<file path="config.mk">
export PLATFORM = sky130hd
export DESIGN_NAME = ntrpt_cam_fifo
export DESIGN_NICKNAME = d
export VERILOG_FILES = /design/src/fifo_pkg.sv /design/src/ntrpt_pkg.sv /design/src/occupancy_counter.sv /design/src/entry_shift_store.sv /design/src/head_select_match.sv /design/src/ntrpt_cam_fifo.sv
export VERILOG_INCLUDE_DIRS = /design/src /design/src/src
export SDC_FILE = /design/constraint.sdc
export NUM_CORES = 1
export LEC_CHECK = 0
export BUFFER_PORTS_ARGS = -buffer_cell sky130_fd_sc_hd__buf_2
export CELL_PAD_IN_SITES_DETAIL_PLACEMENT = 1
export CELL_PAD_IN_SITES_GLOBAL_PLACEMENT = 1
export CORE_MARGIN = 2
export CORE_UTILIZATION = 30
export CTS_BUF_LIST = sky130_fd_sc_hd__clkbuf_16
export CTS_CLUSTER_DIAMETER = 200
export CTS_CLUSTER_SIZE = 20
export DETAILED_ROUTE_END_ITERATION = 8
export MAX_ROUTING_LAYER = met4
export PLACE_DENSITY = 0.56
export RECOVER_POWER = 25
export SETUP_SLACK_MARGIN = 0.3
export SLEW_MARGIN = 20
export SYNTH_ARGS = -nofsm -noshare
export SYNTH_HDL_FRONTEND = slang
export SYNTH_SLANG_ARGS = --single-unit
</file>
<file path="constraint.sdc">
create_clock -name clk -period 17.8 [get_ports clk]
set_input_delay 0 -clock clk [delete_from_list [all_inputs] [get_ports clk]]
set_output_delay 0 -clock clk [all_outputs]
set_load 0.02 [all_outputs]
</file>
<file path="src/ntrpt_params.svh">
////////////////////////////////////////////////////////////////////////////
// Size and cause-code constants for the interrupt CAM FIFO, included by
// the packages and by every module that sizes an entry array
////////////////////////////////////////////////////////////////////////////
`ifndef NTRPT_PARAMS_SVH
`define NTRPT_PARAMS_SVH

`define FIFO_DEPTH 16
`define DATA_BITS  32
`define CAUSE_BITS 16
`define MTIP_CAUSE 16'h0080

`endif

</file>
<file path="src/fifo_pkg.sv">
////////////////////////////////////////////////////////////////////////////
// Storage types of the CAM FIFO: one stored word and the occupancy count
////////////////////////////////////////////////////////////////////////////
`include "ntrpt_params.svh"

package fifo_pkg;

  // One FIFO entry
  typedef logic [`DATA_BITS-1:0] data_t;

  // Valid entry count, 0 up to and including the depth
  typedef logic [$clog2(`FIFO_DEPTH):0] count_t;

endpackage

</file>
<file path="src/ntrpt_pkg.sv">
////////////////////////////////////////////////////////////////////////////
// Interrupt-cause types shared by the CAM FIFO match logic
////////////////////////////////////////////////////////////////////////////
`include "ntrpt_params.svh"

package ntrpt_pkg;

  // Cause code carried in the low bits of each stored word
  typedef logic [`CAUSE_BITS-1:0] cause_t;

endpackage

</file>
<file path="src/occupancy_counter.sv">
////////////////////////////////////////////////////////////////////////////
// Occupancy counter of the CAM FIFO; qualifies the raw push and pop
// strobes against full and empty and tracks the number of valid entries
////////////////////////////////////////////////////////////////////////////
`include "ntrpt_params.svh"

module occupancy_counter (
  input  logic             clk,
  input  logic             reset,
  input  logic             push,
  input  logic             pop,
  output fifo_pkg::count_t count,
  output logic             push_ok,
  output logic             pop_ok
);

  logic is_full;
  logic is_empty;

  assign is_full  = (count == fifo_pkg::count_t'(`FIFO_DEPTH));
  assign is_empty = (count == '0);

  // A push on a full FIFO still fits when the same edge removes a word
  assign push_ok = push && (!is_full || (pop && !is_empty));
  assign pop_ok  = pop && !is_empty;

  //////////////////////////////////////////////////////////////////////////
  // Count register
  //////////////////////////////////////////////////////////////////////////

  // The qualified strobes already keep the count inside 0..depth
  always_ff @(posedge clk or posedge reset) begin
    if (reset) begin
      count <= '0;
    end else begin
      case ({push_ok, pop_ok})
        2'b10: begin
          count <= count + 1'b1;
        end
        2'b01: begin
          count <= count - 1'b1;
        end
        default: begin
          // Push and pop together leave the occupancy as it is
          count <= count;
        end
      endcase
    end
  end

endmodule

</file>
<file path="src/entry_shift_store.sv">
////////////////////////////////////////////////////////////////////////////
// Shift-register entry array of the CAM FIFO; new words enter at entry 0
// and the popped entry is cleared so unused slots always read as zero
////////////////////////////////////////////////////////////////////////////
`include "ntrpt_params.svh"

module entry_shift_store (
  input  logic             clk,
  input  logic             reset,
  input  logic             push_ok,
  input  logic             pop_ok,
  input  fifo_pkg::data_t  din,
  input  fifo_pkg::count_t count,
  output fifo_pkg::data_t  entries [`FIFO_DEPTH]
);

  // Word each entry takes on a shift
  fifo_pkg::data_t shift_in [`FIFO_DEPTH];

  genvar i;
  generate
    for (i = 0; i < `FIFO_DEPTH; i = i + 1) begin : g_entry
      logic clear_on_shift;
      logic clear_in_place;

      if (i == 0) begin : g_head
        assign shift_in[i] = din;
      end else begin : g_body
        assign shift_in[i] = entries[i-1];
      end

      // With a shift the popped word has moved up one slot, to index count
      assign clear_on_shift = pop_ok && (count == fifo_pkg::count_t'(i));
      // Without a shift the oldest word still sits at count-1
      assign clear_in_place = pop_ok && (count == fifo_pkg::count_t'(i + 1));

      always_ff @(posedge clk or posedge reset) begin
        if (reset) begin
          entries[i] <= '0;
        end else if (push_ok) begin
          if (clear_on_shift) begin
            entries[i] <= '0;
          end else begin
            entries[i] <= shift_in[i];
          end
        end else if (clear_in_place) begin
          entries[i] <= '0;
        end
      end
    end
  endgenerate

endmodule

</file>
<file path="src/head_select_match.sv">
////////////////////////////////////////////////////////////////////////////
// Output stage of the CAM FIFO; presents the oldest word, the pending
// and full flags, and the machine-timer match over valid entries
////////////////////////////////////////////////////////////////////////////
`include "ntrpt_params.svh"

module head_select_match (
  input  fifo_pkg::data_t  entries [`FIFO_DEPTH],
  input  fifo_pkg::count_t count,
  output fifo_pkg::data_t  dout,
  output logic             pndng,
  output logic             full,
  output logic             mtip
);

  logic [`FIFO_DEPTH-1:0] cause_hit;
  fifo_pkg::data_t        head_word;

  // One-hot select by count, OR-reduced into a single word
  always_comb begin
    head_word = '0;
    for (int k = 0; k < `FIFO_DEPTH; k++) begin
      if (count == fifo_pkg::count_t'(k + 1)) begin
        head_word = head_word | entries[k];
      end
    end
  end

  // Timer cause compare, only for entries below the count
  always_comb begin
    for (int k = 0; k < `FIFO_DEPTH; k++) begin
      cause_hit[k] = (count > fifo_pkg::count_t'(k)) &&
                     (ntrpt_pkg::cause_t'(entries[k]) == ntrpt_pkg::cause_t'(`MTIP_CAUSE));
    end
  end

  assign dout  = head_word;
  assign pndng = (count != '0);
  assign full  = (count == fifo_pkg::count_t'(`FIFO_DEPTH));
  assign mtip  = |cause_hit;

endmodule

</file>
<file path="src/ntrpt_cam_fifo.sv">
////////////////////////////////////////////////////////////////////////////
// Interrupt CAM FIFO top; connects the occupancy counter, the entry
// store and the head-select stage on a single clock
////////////////////////////////////////////////////////////////////////////
`include "ntrpt_params.svh"

module ntrpt_cam_fifo (
  input  logic            clk,
  input  logic            reset,
  input  logic            push,
  input  logic            pop,
  input  fifo_pkg::data_t din,
  output fifo_pkg::data_t dout,
  output logic            pndng,
  output logic            full,
  output logic            mtip
);

  fifo_pkg::count_t count;
  logic             push_ok;
  logic             pop_ok;
  fifo_pkg::data_t  entries [`FIFO_DEPTH];

  //////////////////////////////////////////////////////////////////////////
  // Occupancy and strobe qualification
  //////////////////////////////////////////////////////////////////////////
  occupancy_counter occupancy_i (
    .clk     (clk),
    .reset   (reset),
    .push    (push),
    .pop     (pop),
    .count   (count),
    .push_ok (push_ok),
    .pop_ok  (pop_ok)
  );

  //////////////////////////////////////////////////////////////////////////
  // Entry storage
  //////////////////////////////////////////////////////////////////////////
  entry_shift_store store_i (
    .clk     (clk),
    .reset   (reset),
    .push_ok (push_ok),
    .pop_ok  (pop_ok),
    .din     (din),
    .count   (count),
    .entries (entries)
  );

  // Outputs are combinational from count and entries
  head_select_match select_i (
    .entries (entries),
    .count   (count),
    .dout    (dout),
    .pndng   (pndng),
    .full    (full),
    .mtip    (mtip)
  );

endmodule

</file>
==> results of run 1 <==
## flip-flops by register name, summed over array words and instances, names as in the netlist
signal             count
store_i.entries      512
occupancy_i.count      5
## timing repair
action | 4_1_cts | 5_1_grt
setup buffers | 0 | 0
endpoints found under the hold margin | 146 | 0
endpoints found under the setup margin | 0 | 0
hold buffers | 33 | 0
## power by group through the flow
stage               combinational [µW]  sequential (µW)  clock [µW]
global placement                  1240             2050           0
floorplan                          859             1810           0
global route                      1400             2090         753
CTS                               1290             2040         712
detailed placement                1280             2060           0
finish                            1300             2050         700
## per-layer routing
layer  vias to the layer above  wire (µm)  global-route usage, %
met2                       903      47100                   39.7
met3                       232       7360                   3.97
met5                         -          0                      -
met1                     11000      44000                   34.1
li1                       8749          -                      -
met4                         0       5040                   10.6
## cells by family after synthesis
kind of cell	Yosys count	synth area share [%]
DFF	517	54.5
adders and majority gates	7	0.369
and+or+nand+nor	854	18.0
xor gates and xnor gates	4	0.148
muxes	8	0.348
AOI/OAI and AO/OA	727	21.5
buffers and inverters	240	5.19
## Yosys cell counts, drive strengths merged, types with 6 or more instances
library cell and n:
dfrtp 517, nand3 363, o21ai 321, nand2 314, a22o 191, buf 162, a22oi 91, clkbuf 70
a222oi 61, nor4 52, nand4 41, a221oi 35, and3 32, nor4b 17, a21oi 15, nor2 9
inv 8, ha 7, mux2i 6, nor3 6
## cell type report
type | count | area, µm² | share of cell area, %
clock buffers | 29 | 726 | 2.81
clock inverters | 1 | 5.00 | 0.0194
well taps | 1050 | 1310 | 5.09
inverters | 8 | 38.8 | 0.150
diodes | 4 | 10.0 | 0.0388
flip-flops and latches | 517 | 12900 | 50.2
multi-input cells | 1600 | 9710 | 37.7
repair buffers | 152 | 1050 | 4.07
## worst max path at each step
stage | from | end | slack, ns | depth (start not counted)
floorplan | reset | occupancy_i.count[0]$_DFFE_PP0P_ | 3.36 | 1
global placement | occupancy_i.count[3]$_DFFE_PP0P_ | store_i.entries[155]$_DFF_PP0_ | 13.76 | 7
detailed placement | occupancy_i.count[3]$_DFFE_PP0P_ | store_i.entries[147]$_DFF_PP0_ | 13.67 | 7
CTS | occupancy_i.count[3]$_DFFE_PP0P_ | dout[23] | 13.61 | 7
global route | reset | store_i.entries[161]$_DFF_PP0_ | 9.08 | 4
finish | reset | store_i.entries[463]$_DFF_PP0_ | 10.43 | 4
## critical path, cell delays in order
cell           delay [ns]
dlygate4sd3_1        0.54
buf_2                0.13
clkinvlp_2           3.14
clkbuf_1             3.13
## metrics by stage
stage               setup WS [ns]  cell area, µm²  hold slack [ns]  util, %
floorplan                    3.36           23700            0.105        -
global placement            13.76           24700            0.202     31.5
detailed placement          13.67           24700            0.197     31.5
CTS                         13.61           25800           0.0650     32.8
global route                 9.08           25800           0.0749     32.8
finish                      10.43           25800           0.0685     32.8
==> metrics.txt, run 1 <==
status=complete, but fails checks; failing checks=capacitance limit, slew limit; maximum clock rate=0.136 GHz; slew margin rel.=-285%; worst hold path class=primary input to flip-flop; layout cell share with drive strength beyond 1=8.50%; Starting Density=between 30% and 40%; EDFF count, synth=0; clk_skew=around 0.021 ns; height of the die=285 µm; post-route ant nets=0; vias in the first global route=about 21000; worst slew pin tran=between 5 and 6 ns; arrival time worst endpoint=about 7.2 ns; Port Buffers=70; total grt overflow=0; Setup CP Type=primary input to asynchronous set/reset pin; Tcrit/Tclk final=about two fifths; Hold Path Depth=3; Hold Vio Cnt, Final=0; biggest area consumer among synthesized cells=dfrtp_1; register area share after synthesis=roughly 55%; Pre-antenna DRT Iters=7; DR WL/cell=slightly above 30 µm; Post-Place Cells=roughly 3300; CP Capture Type=asynchronous set/reset pin; drt total wl=roughly 100000 µm; nets@finish=about 2400; CTS tree=built; first-pass GRT wire length=roughly 150000 µm; endpoints failing setup=0; Final GP Congestion=roughly 0.90; number of DRC markers in iteration 0=approximately 2800; most frequent cells in the layout=517 x dfrtp_1, 362 x nand3_1, 303 x nand2_1; Worst Hold Endpoint=store_i.entries[6]$_DFFE_PP0P_; via count=roughly 21000; largest net degree at the start of global routing=about 210; Distinct cells, synth=61; H-Tree Depth=1; CP required=between 15 and 20 ns; min-delay src=pop; Pint=2270 µW; Main synth FF type=dfrtp_1; R2R Path Start=occupancy_i.count[3]$_DFFE_PP0P_; area added between synthesis and finish=8.69%; Yosys top cell area share=between 50% and 60%; Sw Pwr=between 1500 and 2000 µW; Slew Viols, Final=roughly 320; Die Area=between 80000 and 90000 µm²; MaxCap Viol Count=4; core area=approximately 79000 µm²; drt via density=just over 6; Cell Rows=103; Non-Filler Instances=3361; syn nets=between 2000 and 2500; Final Power=~4000 µW; r2r setup slk=13.56 ns; switching share of total power=about 44%; Boundary Pins=71; most common cell after layout, fill and taps aside=dfrtp_1; CTS Root Cell=clkbuf_16; Post-Syn Area=approximately 24000 µm²; TritonCTS buffer count=29; clk sinks=between 500 and 600; drc violations=0; Overall Global Routing Usage=around a quarter; Reg power frac=50.6%; clock power share=around 17%; post-detail-place hpwl=between 60000 and 70000 µm; post_cts resized=0; RSZ-0062 raised after global routing=no; initial antenna violation count=5; Leakage=between 0.01 and 0.015 µW; maximum vdd drop=~85 µV; Clock transition at path regs=around 0.09 ns; TNS Setup=0 ns; Worst Setup Start Kind=primary input; Synth Instances=2357; fill cell count=a little under 9000; number of synthesized register bits=roughly 520; ys async rst share=100%; Final Critical Period=7.37 ns; reg2reg path depth=7; Power Density=approximately 160 nW/µm²; synth top area cells=dfrtp_1 55%, nand3_1 7.6%, a22o_1 7.0%; later-pin clock latency in the skew report=about 0.63 ns; critical-path maximum fanout=about 120; number of synthesis warnings=0; die width=285 µm; Mean Syn Cell Area=between 10 and 15 µm²; Logic pwr share=32.1%; reg-to-reg endpoint=store_i.entries[157]$_DFF_PP0_; clock buffer depth=3
Power figures use the tool's default switching activity.
==> run 2, diff against run 1 <==
clock period = 7.3 ns   (was 17.8 ns; I/O delays follow)
==> run 2 against run 1 <==
Effect of this change: the run still ends with capacitance limit, slew limit left; largest power group unchanged; first-iteration DRC count down 14%; highest routed layer unchanged; sequential power is 140% higher; worst setup slack lost 7.6 ns; non-clock buffer count down 1; die area is the same; combinational power increased by 140%; largest cell class unchanged; via count fell by 0.89%; worst hold slack improved by 0.0063 ns; critical path type is now flip-flop to output port; critical path depth increased by 5.
==> metrics.txt, run 2 (synthesis results as in run 1) <==
Antenna Cells=0 (-4); Top delay family on crit path=flip-flops; CTS tree=built; MaxCap Viol Count=2 (-2); fill cell count=8877 (-0.18%); height of the die=285 µm (unchanged); largest net degree at the start of global routing=228 (+8.1%); H-Tree Depth=1 (unchanged); Largest regs=store_i.entries x512, occupancy_i.count x5; post-route ant nets=0 (unchanged); slowest CP cell=dfrtp_1; TritonCTS buffer count=29 (unchanged); Reg with most FFs=store_i.entries; drt via density=6.16 (-0.74%); Overall Global Routing Usage=25.5% (-0.28 points); max FFs per register=512 (unchanged); critical-path maximum fanout=19 (-84%); buffer and inverter count on the worst path=3 (-1); Slew Viols, Final=307 (-4.7%); Setup CP Type=flip-flop to output port; maximum vdd drop=198 µV (+130%); Port Buffers=70 (unchanged); endpoints failing setup=0 (unchanged); CTS Root Cell=clkbuf_16; dpl ws=2.91 ns (-10.75 ns); drt total wl=103000 µm (-0.89%); RSZ-0062 raised after global routing=no; Placed Area=24700 µm² (about the same); Clock transition at path regs=0.09 ns (about the same); drc violations=0 (unchanged); layout cell share with drive strength beyond 1=8.54% (+0.047 points); post-route setup slack=2.78 ns (-7.65 ns); worst slew pin tran=4.09 ns (-1.66 ns); core area=78600 µm² (unchanged); clk_skew=0.0190 ns (-0.00234 ns); DR WL/cell=30.6 µm (-0.74%); maximum clock rate=0.221 GHz; Die Area=81400 µm² (unchanged); Power Density=383 nW/µm² (+140%); failing checks=capacitance limit, slew limit; most common cell after layout, fill and taps aside=dfrtp_1; status=complete, but fails checks; most frequent cell on the critical path=nand4_1; nets@finish=2350 (-0.043%); Crit path largest cell delay=0.93 ns (-2.21 ns); most frequent cells in the layout=517 x dfrtp_1, 362 x nand3_1, 303 x nand2_1; Boundary Pins=71 (unchanged); Hold Vio Cnt, Final=0 (unchanged); Final Critical Period=4.52 ns; first-pass GRT wire length=151000 µm (-0.86%); Final GP Congestion=0.892 (-0.63%); vias in the first global route=21400 (-0.089%); initial antenna violation count=0 (-5); TNS Setup=0 ns (unchanged); Tcrit/Tclk final=about three fifths; clk sinks=517 (unchanged); clock buffer depth=3 (unchanged); Final Cell Area=25800 µm² (about the same); post-detail-place hpwl=62300 µm (-1.1%); area added between synthesis and finish=8.62% (about the same); Worst Setup Start Kind=flip-flop; die width=285 µm (unchanged); later-pin clock latency in the skew report=0.62 ns (about the same); total grt overflow=0 (unchanged); arrival time worst endpoint=4.52 ns (-2.63 ns); Cell Rows=103 (unchanged); Starting Density=30.2% (unchanged); CP required=7.30 ns (-10.27 ns); crit path cell chain=inv_1 -> ha_2 -> buf_4 -> nor4_1 -> nand4_1 -> o41ai_1 -> a22oi_1 -> nand4_1 -> buf_2; Post-CTS Setup Repair Bufs=0 (unchanged); worst hold path class=primary input to flip-flop; Leakage=0.0109 µW (about the same); number of DRC markers in iteration 0=2384 (-14%); CP Capture Type=output port; Pre-antenna DRT Iters=9 (+2); slew margin rel.=-173% (+110 points); via count=20700 (-0.89%)
[run 2: cell types whose count changed in the layout (fill, tap and decap cells not counted), sizes merged]
cell and delta:
inv +1, clkbuf -1, diode -4, clkinv -1
[run 2: metal layers]
layer / wire length [µm] / global-route usage (%)
met1: 43700 / 33.7
met2: 47300 / 40.1
met3: 7150 / 3.69
met4: 4470 / 9.03
met5: 0 / -
[run 2: per-stage QoR]
step,instances,util [%],hold slack [ns],total power (µW)
after floorplan,2357,-,0.105,6520
after global placement,3293,31.5,0.196,8020
after detailed placement,3293,31.5,0.205,8120
after CTS,3356,32.8,0.0561,9840
after global routing,3356,32.8,0.0852,10400
final,3356,32.8,0.0748,9860
[run 2: power by group]
part	leakage [µW]	switching [µW]	internal, µW
clock network	0.000361	1010	707
registers	0.00688	1210	3780
logic	0.00368	2100	1060
total	0.0109	4320	5540
[run 2: worst min-delay path, delay by kind of cell]
kind | cells | cell delay, ns
compound gates | 1 | 0.29
mux | 1 | 0.22
buf+inv | 1 | 0.14
[run 2: path summary, 6_finish.rpt]
check                                             endpoint  slack [ns]  cells after the start                        startpoint
min                         store_i.entries[3]$_DFFE_PP0P_        0.07                      3                              push
min reg2reg                store_i.entries[17]$_DFFE_PP0P_        0.52                      1   store_i.entries[17]$_DFFE_PP0P_
max in group asynchronous   store_i.entries[375]$_DFF_PP0_        3.09                      5                             reset
max                                                   mtip        2.78                      9  occupancy_i.count[4]$_DFFE_PP0P_
max reg2reg                 store_i.entries[154]$_DFF_PP0_        2.85                      8  occupancy_i.count[3]$_DFFE_PP0P_
min in group asynchronous   store_i.entries[299]$_DFF_PP0_        1.42                      4                             reset
[run 2: cell type report]
type	count	area [µm²]	area share [%]
Tap cell	1050	1310	5.10
Sequential cell	517	12900	50.2
Multi-Input combinational cell	1600	9710	37.7
Clock buffer	29	726	2.82
Clock inverter	1	5.00	0.0194
Inverter	8	38.8	0.150
Timing Repair Buffer	151	1050	4.07
[run 2: repair_timing]
action | in CTS | in global routing
hold buffers | 33 | 0
hold endpoints to repair | 334 | 0
resized for setup | 0 | 0
